===== src/hdl/ctrl_pkg.sv =====
// pc mux and forwarding encodings are fixed by the IF and ID stage muxes and must not be reordered
package ctrl_pkg;

  ////////////////////////////////////////
  // fetch stage pc source
  ////////////////////////////////////////

  // 3'b001 and 3'b111 are left free for fence.i and debug in a fuller core
  typedef enum logic [2:0] {
    PC_BOOT      = 3'b000,
    PC_JUMP      = 3'b010,
    PC_BRANCH    = 3'b011,
    PC_EXCEPTION = 3'b100,
    PC_ERET      = 3'b101
  } pc_mux_e;

  // operand source seen by the ID stage operand muxes
  typedef enum logic [1:0] {
    SEL_REGFILE = 2'b00,
    SEL_FW_EX   = 2'b01,
    SEL_FW_WB   = 2'b10
  } fw_sel_e;

  // jump class as produced by the decoder
  typedef enum logic [1:0] {
    BRANCH_NONE = 2'b00,
    BRANCH_JAL  = 2'b01,
    BRANCH_JALR = 2'b10,
    BRANCH_COND = 2'b11
  } jump_kind_e;

  ////////////////////////////////////////
  // controller states
  ////////////////////////////////////////

  typedef enum logic [3:0] {
    RESET, BOOT_SET, FIRST_FETCH, DECODE,
    FLUSH_EX, FLUSH_WB,
    IRQ_TAKEN, IRQ_TAKEN_FIRSTFETCH,
    WAIT_SLEEP, SLEEP
  } ctrl_state_e;

endpackage


===== src/hdl/reg_match_if.sv =====
// match flags are raw register compares and only count when paired with their write enable
`timescale 1ns/1ps

interface reg_match_if;

  // write enables of every stage that can feed an operand
  logic we_ex;
  logic we_wb;
  logic alu_we_fw;

  // ex destination equals operand register a, b or c
  logic ex_is_a;
  logic ex_is_b;
  logic ex_is_c;

  // wb destination equals operand register
  logic wb_is_a;
  logic wb_is_b;
  logic wb_is_c;

  // alu forwarding path destination equals operand register
  logic alu_is_a;
  logic alu_is_b;
  logic alu_is_c;

  // hazard and forwarding units only look
  modport consumer (
    input we_ex, we_wb, alu_we_fw,
    input ex_is_a, ex_is_b, ex_is_c,
    input wb_is_a, wb_is_b, wb_is_c,
    input alu_is_a, alu_is_b, alu_is_c
  );

endinterface


===== src/hdl/ctrl_fsm.sv =====
// decoder request inputs must stay stable while the flush runs since FLUSH_WB reads them again
`timescale 1ns/1ps

module ctrl_fsm (
  input  logic                 clk,
  input  logic                 rst_n,

  input  logic                 fetch_enable_i,
  input  logic                 instr_valid_i,
  input  logic                 branch_taken_ex_i,

  // decoder requests
  input  logic                 mret_insn_i,
  input  logic                 pipe_flush_i,
  input  logic                 int_req_i,
  input  logic                 ext_req_i,

  // stage status
  input  logic                 id_ready_i,
  input  logic                 ex_valid_i,
  input  logic                 jr_stall_i,
  input  ctrl_pkg::jump_kind_e jump_in_dec_i,

  output logic                 ctrl_busy_o,
  output logic                 first_fetch_o,
  output logic                 is_decoding_o,
  output logic                 instr_req_o,
  output logic                 pc_set_o,
  output ctrl_pkg::pc_mux_e    pc_mux_o,
  output logic                 exc_ack_o,
  output logic                 irq_ack_o,
  output logic                 exc_save_if_o,
  output logic                 exc_save_id_o,
  output logic                 exc_restore_id_o,
  output logic                 halt_if_o,
  output logic                 halt_id_o
);

  import ctrl_pkg::*;

  ctrl_state_e state_q;
  ctrl_state_e state_d;

  // set once a jump has requested its pc, cleared when ID moves on
  logic jump_done_q;
  logic jump_done_d;

  logic jump_in_dec;
  logic flush_req;

  // jal and jalr know their target in decode
  assign jump_in_dec = (jump_in_dec_i == BRANCH_JAL) || (jump_in_dec_i == BRANCH_JALR);

  // anything that needs the pipeline drained before acting
  assign flush_req = ext_req_i | int_req_i | mret_insn_i | pipe_flush_i;

  ////////////////////////////////////////
  // next state and outputs
  ////////////////////////////////////////

  always_comb
  begin
    // busy and fetching unless a state says otherwise
    instr_req_o      = 1'b1;
    ctrl_busy_o      = 1'b1;
    first_fetch_o    = 1'b0;
    is_decoding_o    = 1'b0;

    pc_set_o         = 1'b0;
    pc_mux_o         = PC_BOOT;

    exc_ack_o        = 1'b0;
    irq_ack_o        = 1'b0;
    exc_save_if_o    = 1'b0;
    exc_save_id_o    = 1'b0;
    exc_restore_id_o = 1'b0;

    halt_if_o        = 1'b0;
    halt_id_o        = 1'b0;

    jump_done_d      = jump_done_q;
    state_d          = state_q;

    case (state_q)
      // idle after reset until fetch is enabled
      RESET:
      begin
        instr_req_o = 1'b0;
        ctrl_busy_o = 1'b0;
        if (fetch_enable_i)
          state_d = BOOT_SET;
      end

      // load the boot address into the fetch pc
      BOOT_SET:
      begin
        pc_set_o = 1'b1;
        pc_mux_o = PC_BOOT;
        state_d  = FIRST_FETCH;
      end

      // wait for the first instruction to reach ID
      FIRST_FETCH:
      begin
        first_fetch_o = 1'b1;
        if (id_ready_i)
          state_d = DECODE;
        // pipeline is empty here so an interrupt is taken right away
        if (ext_req_i)
        begin
          halt_if_o = 1'b1;
          halt_id_o = 1'b1;
          state_d   = IRQ_TAKEN_FIRSTFETCH;
        end
      end

      DECODE:
      begin
        // the ID instruction only counts if no branch in EX kills it
        if (instr_valid_i && !branch_taken_ex_i)
        begin
          is_decoding_o = 1'b1;
          if (flush_req)
          begin
            halt_if_o = 1'b1;
            halt_id_o = 1'b1;
            state_d   = FLUSH_EX;
          end
          else if (jump_in_dec)
          begin
            pc_mux_o = PC_JUMP;
            // one pc set per jump, held off by a jr hazard
            if (!jr_stall_i && !jump_done_q)
            begin
              pc_set_o    = 1'b1;
              jump_done_d = 1'b1;
            end
          end
        end
        // taken branch in EX redirects fetch this cycle
        if (branch_taken_ex_i)
        begin
          pc_set_o = 1'b1;
          pc_mux_o = PC_BRANCH;
        end
      end

      // drain EX, nothing new enters
      FLUSH_EX:
      begin
        halt_if_o = 1'b1;
        halt_id_o = 1'b1;
        if (ex_valid_i)
          state_d = ext_req_i ? IRQ_TAKEN : FLUSH_WB;
      end

      // EX and WB are empty, act on the request held in ID
      FLUSH_WB:
      begin
        halt_if_o = 1'b1;
        halt_id_o = 1'b1;
        if (int_req_i)
        begin
          // ecall or illegal instruction
          pc_set_o      = 1'b1;
          pc_mux_o      = PC_EXCEPTION;
          exc_ack_o     = 1'b1;
          exc_save_id_o = 1'b1;
        end
        else if (mret_insn_i)
        begin
          pc_set_o         = 1'b1;
          pc_mux_o         = PC_ERET;
          exc_restore_id_o = 1'b1;
        end
        // wfi with fetch disabled goes to sleep
        state_d = fetch_enable_i ? DECODE : WAIT_SLEEP;
      end

      // interrupt entry, pc of the ID instruction is saved
      IRQ_TAKEN:
      begin
        pc_set_o      = 1'b1;
        pc_mux_o      = PC_EXCEPTION;
        exc_ack_o     = 1'b1;
        irq_ack_o     = 1'b1;
        exc_save_id_o = 1'b1;
        state_d       = DECODE;
      end

      // interrupt entry from first fetch, pc of the IF instruction is saved
      IRQ_TAKEN_FIRSTFETCH:
      begin
        pc_set_o      = 1'b1;
        pc_mux_o      = PC_EXCEPTION;
        exc_ack_o     = 1'b1;
        irq_ack_o     = 1'b1;
        exc_save_if_o = 1'b1;
        state_d       = DECODE;
      end

      // one idle cycle before sleeping
      WAIT_SLEEP:
      begin
        instr_req_o = 1'b0;
        ctrl_busy_o = 1'b0;
        halt_if_o   = 1'b1;
        halt_id_o   = 1'b1;
        state_d     = SLEEP;
      end

      // wake on fetch enable or external interrupt
      SLEEP:
      begin
        instr_req_o = 1'b0;
        ctrl_busy_o = 1'b0;
        halt_if_o   = 1'b1;
        halt_id_o   = 1'b1;
        if (fetch_enable_i || ext_req_i)
          state_d = FIRST_FETCH;
      end

      // unused encodings fall back to reset
      default:
      begin
        instr_req_o = 1'b0;
        state_d     = RESET;
      end
    endcase
  end

  ////////////////////////////////////////
  // state and jump-done registers
  ////////////////////////////////////////

  always_ff @(posedge clk or negedge rst_n)
  begin
    if (!rst_n)
    begin
      state_q     <= RESET;
      jump_done_q <= 1'b0;
    end
    else
    begin
      state_q     <= state_d;
      // done flag survives only while ID is stalled
      jump_done_q <= jump_done_d & ~id_ready_i;
    end
  end

endmodule


===== src/hdl/ctrl_top.sv =====
// all inputs are pipeline levels sampled on clk and no bus handshake is involved
`timescale 1ns/1ps

module ctrl_top (
  input  logic                 clk,
  input  logic                 rst_n,

  input  logic                 fetch_enable_i,
  input  logic                 illegal_insn_i,
  input  logic                 mret_insn_i,
  input  logic                 pipe_flush_i,
  input  logic                 instr_valid_i,
  input  logic                 branch_taken_ex_i,
  input  logic                 int_req_i,
  input  logic                 ext_req_i,
  input  logic                 id_ready_i,
  input  logic                 ex_valid_i,
  input  logic                 data_req_ex_i,
  input  logic                 data_misaligned_i,
  input  logic                 mult_multicycle_i,
  input  ctrl_pkg::jump_kind_e jump_in_dec_i,

  // register file write enables and destination matches
  input  logic                 regfile_we_ex_i,
  input  logic                 regfile_we_wb_i,
  input  logic                 regfile_alu_we_fw_i,
  input  logic                 reg_d_ex_is_reg_a_i,
  input  logic                 reg_d_ex_is_reg_b_i,
  input  logic                 reg_d_ex_is_reg_c_i,
  input  logic                 reg_d_wb_is_reg_a_i,
  input  logic                 reg_d_wb_is_reg_b_i,
  input  logic                 reg_d_wb_is_reg_c_i,
  input  logic                 reg_d_alu_is_reg_a_i,
  input  logic                 reg_d_alu_is_reg_b_i,
  input  logic                 reg_d_alu_is_reg_c_i,

  output logic                 ctrl_busy_o,
  output logic                 first_fetch_o,
  output logic                 is_decoding_o,
  output logic                 instr_req_o,
  output logic                 pc_set_o,
  output ctrl_pkg::pc_mux_e    pc_mux_o,
  output logic                 exc_ack_o,
  output logic                 irq_ack_o,
  output logic                 exc_save_if_o,
  output logic                 exc_save_id_o,
  output logic                 exc_restore_id_o,
  output logic                 halt_if_o,
  output logic                 halt_id_o,
  output logic                 deassert_we_o,
  output logic                 load_stall_o,
  output logic                 jr_stall_o,
  output ctrl_pkg::fw_sel_e    operand_a_fw_sel_o,
  output ctrl_pkg::fw_sel_e    operand_b_fw_sel_o,
  output ctrl_pkg::fw_sel_e    operand_c_fw_sel_o
);

  // fsm and hazard unit talk over these two
  logic jr_stall;
  logic is_decoding;

  reg_match_if match ();

  ////////////////////////////////////////
  // fill the match bundle
  ////////////////////////////////////////

  assign match.we_ex     = regfile_we_ex_i;
  assign match.we_wb     = regfile_we_wb_i;
  assign match.alu_we_fw = regfile_alu_we_fw_i;
  assign match.ex_is_a   = reg_d_ex_is_reg_a_i;
  assign match.ex_is_b   = reg_d_ex_is_reg_b_i;
  assign match.ex_is_c   = reg_d_ex_is_reg_c_i;
  assign match.wb_is_a   = reg_d_wb_is_reg_a_i;
  assign match.wb_is_b   = reg_d_wb_is_reg_b_i;
  assign match.wb_is_c   = reg_d_wb_is_reg_c_i;
  assign match.alu_is_a  = reg_d_alu_is_reg_a_i;
  assign match.alu_is_b  = reg_d_alu_is_reg_b_i;
  assign match.alu_is_c  = reg_d_alu_is_reg_c_i;

  assign jr_stall_o    = jr_stall;
  assign is_decoding_o = is_decoding;

  ctrl_fsm u_fsm (
    .clk               (clk),
    .rst_n             (rst_n),
    .fetch_enable_i    (fetch_enable_i),
    .instr_valid_i     (instr_valid_i),
    .branch_taken_ex_i (branch_taken_ex_i),
    .mret_insn_i       (mret_insn_i),
    .pipe_flush_i      (pipe_flush_i),
    .int_req_i         (int_req_i),
    .ext_req_i         (ext_req_i),
    .id_ready_i        (id_ready_i),
    .ex_valid_i        (ex_valid_i),
    .jr_stall_i        (jr_stall),
    .jump_in_dec_i     (jump_in_dec_i),
    .ctrl_busy_o       (ctrl_busy_o),
    .first_fetch_o     (first_fetch_o),
    .is_decoding_o     (is_decoding),
    .instr_req_o       (instr_req_o),
    .pc_set_o          (pc_set_o),
    .pc_mux_o          (pc_mux_o),
    .exc_ack_o         (exc_ack_o),
    .irq_ack_o         (irq_ack_o),
    .exc_save_if_o     (exc_save_if_o),
    .exc_save_id_o     (exc_save_id_o),
    .exc_restore_id_o  (exc_restore_id_o),
    .halt_if_o         (halt_if_o),
    .halt_id_o         (halt_id_o)
  );

  hazard_unit u_hazard (
    .match          (match),
    .data_req_ex_i  (data_req_ex_i),
    .illegal_insn_i (illegal_insn_i),
    .is_decoding_i  (is_decoding),
    .jump_in_dec_i  (jump_in_dec_i),
    .load_stall_o   (load_stall_o),
    .jr_stall_o     (jr_stall),
    .deassert_we_o  (deassert_we_o)
  );

  fwd_unit u_fwd (
    .match              (match),
    .data_misaligned_i  (data_misaligned_i),
    .mult_multicycle_i  (mult_multicycle_i),
    .operand_a_fw_sel_o (operand_a_fw_sel_o),
    .operand_b_fw_sel_o (operand_b_fw_sel_o),
    .operand_c_fw_sel_o (operand_c_fw_sel_o)
  );

endmodule


===== src/hdl/fwd_unit.sv =====
// EX forwarding has priority over WB and the misaligned override wins over the multiply one
`timescale 1ns/1ps

module fwd_unit (
  reg_match_if.consumer     match,
  input  logic              data_misaligned_i,
  input  logic              mult_multicycle_i,
  output ctrl_pkg::fw_sel_e operand_a_fw_sel_o,
  output ctrl_pkg::fw_sel_e operand_b_fw_sel_o,
  output ctrl_pkg::fw_sel_e operand_c_fw_sel_o
);

  import ctrl_pkg::*;

  // per operand source from the wb and alu hits
  function automatic fw_sel_e pick_src(input logic wb_hit, input logic alu_hit);
    fw_sel_e sel;
    sel = SEL_REGFILE;
    if (wb_hit)
      sel = SEL_FW_WB;
    // the younger result in EX overrides WB
    if (alu_hit)
      sel = SEL_FW_EX;
    return sel;
  endfunction

  ////////////////////////////////////////
  // operand select
  ////////////////////////////////////////

  always_comb
  begin
    operand_a_fw_sel_o = pick_src(match.we_wb & match.wb_is_a, match.alu_we_fw & match.alu_is_a);
    operand_b_fw_sel_o = pick_src(match.we_wb & match.wb_is_b, match.alu_we_fw & match.alu_is_b);
    operand_c_fw_sel_o = pick_src(match.we_wb & match.wb_is_c, match.alu_we_fw & match.alu_is_c);

    // second half of a misaligned access reuses the EX address
    if (data_misaligned_i)
    begin
      operand_a_fw_sel_o = SEL_FW_EX;
      operand_b_fw_sel_o = SEL_REGFILE;
    end
    // multicycle multiply keeps its partial result on operand c
    else if (mult_multicycle_i)
    begin
      operand_c_fw_sel_o = SEL_FW_EX;
    end
  end

endmodule


===== src/hdl/hazard_unit.sv =====
// stalls are combinational and assume match flags settle within the ID cycle
`timescale 1ns/1ps

module hazard_unit (
  reg_match_if.consumer        match,
  input  logic                 data_req_ex_i,
  input  logic                 illegal_insn_i,
  input  logic                 is_decoding_i,
  input  ctrl_pkg::jump_kind_e jump_in_dec_i,
  output logic                 load_stall_o,
  output logic                 jr_stall_o,
  output logic                 deassert_we_o
);

  import ctrl_pkg::*;

  logic ex_hit_any;
  logic a_pending;

  // EX destination used by any operand of the ID instruction
  assign ex_hit_any = match.ex_is_a | match.ex_is_b | match.ex_is_c;

  // operand a still has a write in flight somewhere
  assign a_pending = (match.we_wb & match.wb_is_a) |
                     (match.we_ex & match.ex_is_a) |
                     (match.alu_we_fw & match.alu_is_a);

  ////////////////////////////////////////
  // stall detection
  ////////////////////////////////////////

  always_comb
  begin
    // load data arrives too late to forward to ID
    load_stall_o = data_req_ex_i & match.we_ex & ex_hit_any;

    // jalr target comes from operand a so it must be final
    jr_stall_o = (jump_in_dec_i == BRANCH_JALR) & a_pending;

    // ID instruction must not write back
    deassert_we_o = load_stall_o | jr_stall_o | illegal_insn_i | ~is_decoding_i;
  end

endmodule


===== config.mk =====
export PLATFORM = sky130hd
export DESIGN_NAME = ctrl_top
export DESIGN_NICKNAME = d
export VERILOG_FILES = /design/src/hdl/ctrl_pkg.sv /design/src/hdl/reg_match_if.sv /design/src/hdl/ctrl_fsm.sv /design/src/hdl/ctrl_top.sv /design/src/hdl/fwd_unit.sv /design/src/hdl/hazard_unit.sv
export SDC_FILE = /design/constraint.sdc
export NUM_CORES = 1
export LEC_CHECK = 0
export BUFFER_PORTS_ARGS = -buffer_cell sky130_fd_sc_hd__buf_2
export CAP_MARGIN = 0
export CORE_MARGIN = 4
export CORE_UTILIZATION = 39
export CTS_CLUSTER_SIZE = 25
export DETAILED_ROUTE_END_ITERATION = 6
export PLACE_DENSITY_LB_ADDON = 0.2
export SKIP_CTS_REPAIR_TIMING = 1
export SYNTH_ARGS = -nofsm -noshare
export SYNTH_HDL_FRONTEND = slang
export SYNTH_SLANG_ARGS = --single-unit

===== constraint.sdc =====
create_clock -name clk -period 2.8 [get_ports clk]
set_clock_uncertainty 0.15 [all_clocks]
set_input_delay 0.56 -clock clk [delete_from_list [all_inputs] [get_ports clk]]
set_output_delay 0.56 -clock clk [all_outputs]
set_load 0.05 [all_outputs]

# After elaboration in Yosys (flattened, before gate mapping)
# Cells that the tools add are included.
# W data, S select, Z words.
[totals] ramBits=0 n_memories=0 latch_bits=0 rom_bits=0 elab_cells=112 out_inout_bits=24 regBits=5 inputBits=29
[classes] multipliers=0 n_shift=0 div=0 reduce_logical=14 eq_ne=17 magnitude_cmp=0 mux=56 addsub=0 n_bitwise=23
[op_table] operator="$pmux W4 S9" count=1
[op_table] operator="$mux W4" count=8
[op_table] operator="$mux W1" count=25
[op_table] operator="$mux W2" count=12
[op_table] operator="$eq A4 B3 Y1 const B" count=4
[op_table] operator="$mux W3" count=5
[op_table] operator="$and A1 B1 Y1" count=11
[op_table] operator="$or A1 B1 Y1" count=10
[op_table] operator="$pmux W3 S3" count=1
[op_table] operator="$eq A4 B2 Y1 const B" count=2
[op_table] operator="$eq A4 B4 Y1 const B" count=2
[op_table] operator="$reduce_or A7 Y1" count=1
[op_table] operator="$ne A2 B1 Y1 const B" count=3
[op_table] operator="$pmux W1 S3" count=2
[op_table] operator="$reduce_and A6 Y1" count=1
[op_table] operator="$reduce_or A3 Y1" count=2
[op_table] operator="$eq A4 B1 Y1 const B" count=1
[op_table] operator="$logic_not A4 Y1" count=1
[op_table] operator="$ne A2 B2 Y1 const B" count=2
[op_table] operator="$pmux W1 S2" count=2
[op_table] operator="$reduce_or A4 Y1" count=1
[op_table] operator="$logic_not A1 Y1" count=3
[op_table] operator="$ne A3 B3 Y1 const B" count=1
[op_table] operator="$eq A2 B1 Y1 const B" count=1
[op_table] operator="other kinds (5)" count=8

# Longest topological paths before layout
[logic_depth] word_depth=12 mapped_depth=5 ltp_nobuf=5

# Modules after synthesis
# From an unflattened synthesis, not the netlist that was laid out.
[unflattened] cells_unflattened=106 hier_area_um2=713.2
[by_module_without_submodules] module="ctrl_fsm" seq_area_each_um2=125.1 area_per_inst_um2=604.3 cells_each=88 instances=1
[by_module_without_submodules] module="fwd_unit" seq_area_each_um2=0.0 area_per_inst_um2=62.6 cells_each=11 instances=1
[by_module_without_submodules] module="hazard_unit" seq_area_each_um2=0.0 area_per_inst_um2=46.3 cells_each=7 instances=1

# Least setup slack after synthesis
# No wires, ideal clock.
[synth_timing] path_kind="flip-flop to output port" startpoint="reg u_fsm.state_q[1]" endpoint="out pc_set_o" path_buffers=1 slack_ps=-1275 stages_incl_launch_ff=6 t_arrival_ps=3365 required_time_ps=2090 cell_sequence="dfrtp_1 -> clkbuf_1 -> nand4bb_1 -> nor3b_1 -> nand3_1 -> o21ai_0"
[synth_via] elab_chain_cells=3 word_cells_on_any_way=7 cone_classes="eq/ne (5); mux (1); reduce/logical (1)"
[synth_lines] item="from (decl)" line="ctrl_fsm.sv:41" text="ctrl_state_e state_q;"
[synth_lines] item="from (signal assigned)" line="ctrl_fsm.sv:245" text="state_q <= state_d;"
[synth_lines] item="$eq A4 B1 Y1 / $eq A4 B3 Y1 (equally long branches)" line="ctrl_fsm.sv:84" text="case (state_q)"
[synth_lines] item="$reduce_or A3 Y1 (no line)"
[synth_lines] item="$pmux W1 S3 (*)" line="ctrl_fsm.sv:84"
[synth_lines] item="to (decl)" line="ctrl_top.sv:41" text="output logic pc_set_o,"
# Every way passes the cells marked *; elsewhere a longest branch is shown, timed or not.

# Worst setup path in the final report
[layout_timing] startpoint="in ext_req_i" endpoint="out halt_if_o"
[layout_via] elab_chain_cells=6 word_cells_on_any_way=7 cone_classes="mux (4); bitwise (3)"
[layout_lines] item="from (decl)" line="ctrl_top.sv:15" text="input logic ext_req_i,"
[layout_lines] item="$or A1 B1 Y1 (3 in a row)" line="ctrl_fsm.sv:55" text="assign flush_req = ext_req_i | int_req_i | mret_insn_i | pipe_flush_i;"
[layout_lines] item="$mux W1" line="ctrl_fsm.sv:123" text="if (flush_req)"
[layout_lines] item="$mux W1" line="ctrl_fsm.sv:120" text="if (instr_valid_i && !branch_taken_ex_i)"
[layout_lines] item="$pmux W1 S3 (*)" line="ctrl_fsm.sv:84"
[layout_lines] item="to (decl)" line="ctrl_top.sv:48" text="output logic halt_if_o,"
# Marked as above.

==> impl_summary.txt <==
----------------------------------------------------
[STA]
  Post-route minimum period ... between 2000 and 3000 ps
  Least setup slack across all paths after layout ... around 37 ps
  Final setup violation count ... 0
  Worst Max-Slew Pin Slew ... 640.4 ps
  Post-route worst hold slack ... roughly 340 ps
  RSZ-0062 raised after global routing ... no
  Fraction of the cycle the final worst path needs ... between 90% and 100%
  Final hold violation count ... 0
  Max-slew headroom ... 56.20%
  Max-slew violation total from the final report ... 0
  Sum of negative setup slack ... 0 ps
  Fmax ... approximately 0.36 GHz

[Global routing]
  Vias in the first global route ... ~950
  Pin count of the biggest net entering global routing ... 21
  GR Overflow Total ... 0
  Total track usage ... a little over a fifth
  Global-route wire length before repair ... about 4200 um
  Number of antenna violations at the first check in global routing ... 0

[Floorplan]
  Effective utilization at floorplan ... 43.49%
  Area enclosed by the die boundary ... 2493 um2
  DIE WIDTH ... between 40 and 50 um
  Number of rows in the core area ... 14
  I/O pin count ... 53
  Core region area ... around 1600 um2
  Die Y ... about 50 um

[Drt]
  Iteration-0 DRC Markers ... 32
  Number of vias after detailed routing ... around 990
  Drt via density ... 5.648
  Detailed-router iteration count before antenna repair ... 4
  Number of routed nets with antenna violations ... 0
  Post-detailed-route DRC marker count ... 0
  Total wirelength of the detailed-routed design ... roughly 2500 um
  Detail-routed net length per standard cell ... 14.18 um

[Worst hold path]
  HP Start ... id_ready_i
  Hold Path Cell Cnt ... 2
  Path type of the worst min-delay path ... in2reg

[Clock tree]
  Clk pin slew, worst setup/hold paths ... approximately 40 ps
  Max Buffers Root-to-Sink ... 2
  Max H-tree Level ... 1
  TritonCTS clock tree ... yes
  Worst skew pair latency ... ~240 ps
  Clock root buffer ... clkbuf_4
  Clock net sink count ... 5
  TritonCTS buffer count ... 3

[Critical path]
  R2r worst-path depth ... 5
  Capturing element type of the critical path ... primary output
  Setup crit start ... ext_req_i
  Worst R2R Start ... u_fsm.state_q[3]$_DFFE_PN0P_
  Data required, critical path ... between 2000 and 2500 ps
  Kind of launch point of the worst setup path ... primary input
  Worst Path Max Fanout ... 2
  Arrival time worst endpoint ... between 2000 and 2500 ps
  Critical path start-end classification ... in2out

[Logic synthesis]
  Average cell area after synthesis ... 6.789 um2
  Yosys cell types ... 40
  Number of register bits inferred by synthesis ... 5
  Commonest register cell after synthesis ... dfrtp_1
  Count of flip-flops with a built-in enable after synthesis ... 0
  Synthesis warning total ... 0
  Seq/Total Area, Yosys ... between 15 and 20%
  Syn nets ... ~130
  Area of the mapped netlist ... roughly 690 um2
  Asr flop ratio synth ... 100.0%
  Synthesized instance count ... roughly 100

[Cells and area]
  Layout Nets ... 191
  Cell area after layout ... between 1000 and 1500 um2
  Finished Core Util ... just under 70%
  Share of final-layout standard cells stronger than drive strength 1 ... 45.00%
  Most common library cell in the layout ignoring fill and taps ... buf_2
  Top library cells by usage in the layout, fill and taps aside ... buf_2, nor2_1, nand2_1, buf_4
  ANT cells ... 0
  Synth-to-layout area growth ... 58.58%
  Number of cells in the finished layout apart from fillers ... about 180

[Placement]
  Number of instances in the placed design ... roughly 170
  Port-buffer cells ... between 50 and 60
  Half-perimeter wire length after detailed placement ... 1994 um
  Routability congestion estimate ... 0.8324
  Pre-CTS setup slack ... -38.70 ps
  Post-place instance area ... approximately 1000 um2

[Power]
  Static leakage power ... 0.5679 nW
  Power density over cell area ... about 1100 nW/um2
  Overall power ... ~1.2 mW
  Maximum vdd drop ... 0.6807 mV

[Run status]
  Run status ... completed

[Run]
  Maximum Capacitance Violations ... 0

----------------------------------------------------
## report_power, final
part / total (mW) / internal, mW / leakage (nW) / switching, mW
Sequential: 0.115 / 0.0978 / 0.0635 / 0.0174
Combinational: 1.00 / 0.311 / 0.489 / 0.690
Clock: 0.0822 / 0.0538 / 0.0150 / 0.0284
Total: 1.20 / 0.463 / 0.568 / 0.735
## worst max-delay path, stage by stage
cell	delay, ps
buf_2	110
or4_4	530
and3b_1	190
mux2_2	270
a31o_4	250
buf_6	150
## state kept, by name, summed over array words and instances (netlist names)
signal,flops
u_fsm.jump_done_q,1
u_fsm.state_q,4
## synth_stat cells, types with 3 or more instances
cell type	instances	area (um2)
nor3b_1	5	37.54
a21oi_1	8	40.04
dfrtp_1	5	125.1
inv_1	8	30.03
nor2_1	13	48.80
o21ai_0	7	35.03
o21bai_1	3	22.52
a31oi_1	3	18.77
nand2_1	9	33.78
clkbuf_1	5	18.77
nor3_1	3	15.01
nand3_1	4	20.02
## per-layer routing
metal / wire length [um] / GRT usage (%)
met5: 0 / 0
met4: 15 / 5.530
met3: 226 / 6.928
met2: 1255 / 35.68
met1: 999 / 24.64
## final timing paths
| path | endpoint | slack [ps] |
|---|---|---|
| setup reg to reg | u_fsm.state_q[0]$_DFFE_PN0P_ | 620 |
| max in group asynchronous | u_fsm.state_q[2]$_DFFE_PN0P_ | 1850 |
| min in group asynchronous | u_fsm.state_q[1]$_DFFE_PN0P_ | 520 |
| hold reg to reg | u_fsm.jump_done_q$_DFF_PN0_ | 380 |
| setup / recovery | halt_if_o | 40 |
| hold / removal | u_fsm.jump_done_q$_DFF_PN0_ | 340 |
## layout make-up
| cell class | count | area (um2) |
|---|---|---|
| inverters | 9 | 33.78 |
| fillers | 141 | 489.2 |
| flip-flops and latches | 5 | 125.1 |
| well taps | 16 | 20.02 |
| repair buffers | 62 | 350.3 |
| multi-input cells | 80 | 531.8 |
| clock buffers | 4 | 26.28 |
## cells by family (layout without fill, tap and decap cells)
logic type,after synthesis,count (layout),share of synthesized area (%)
buf+inv,16,75,10.40
fa+ha+maj,1,1,1.825
flops,5,5,18.25
simple gates,42,42,31.39
mux,2,2,3.102
compound gates,35,35,35.04
(Power assumes the default switching activity.)
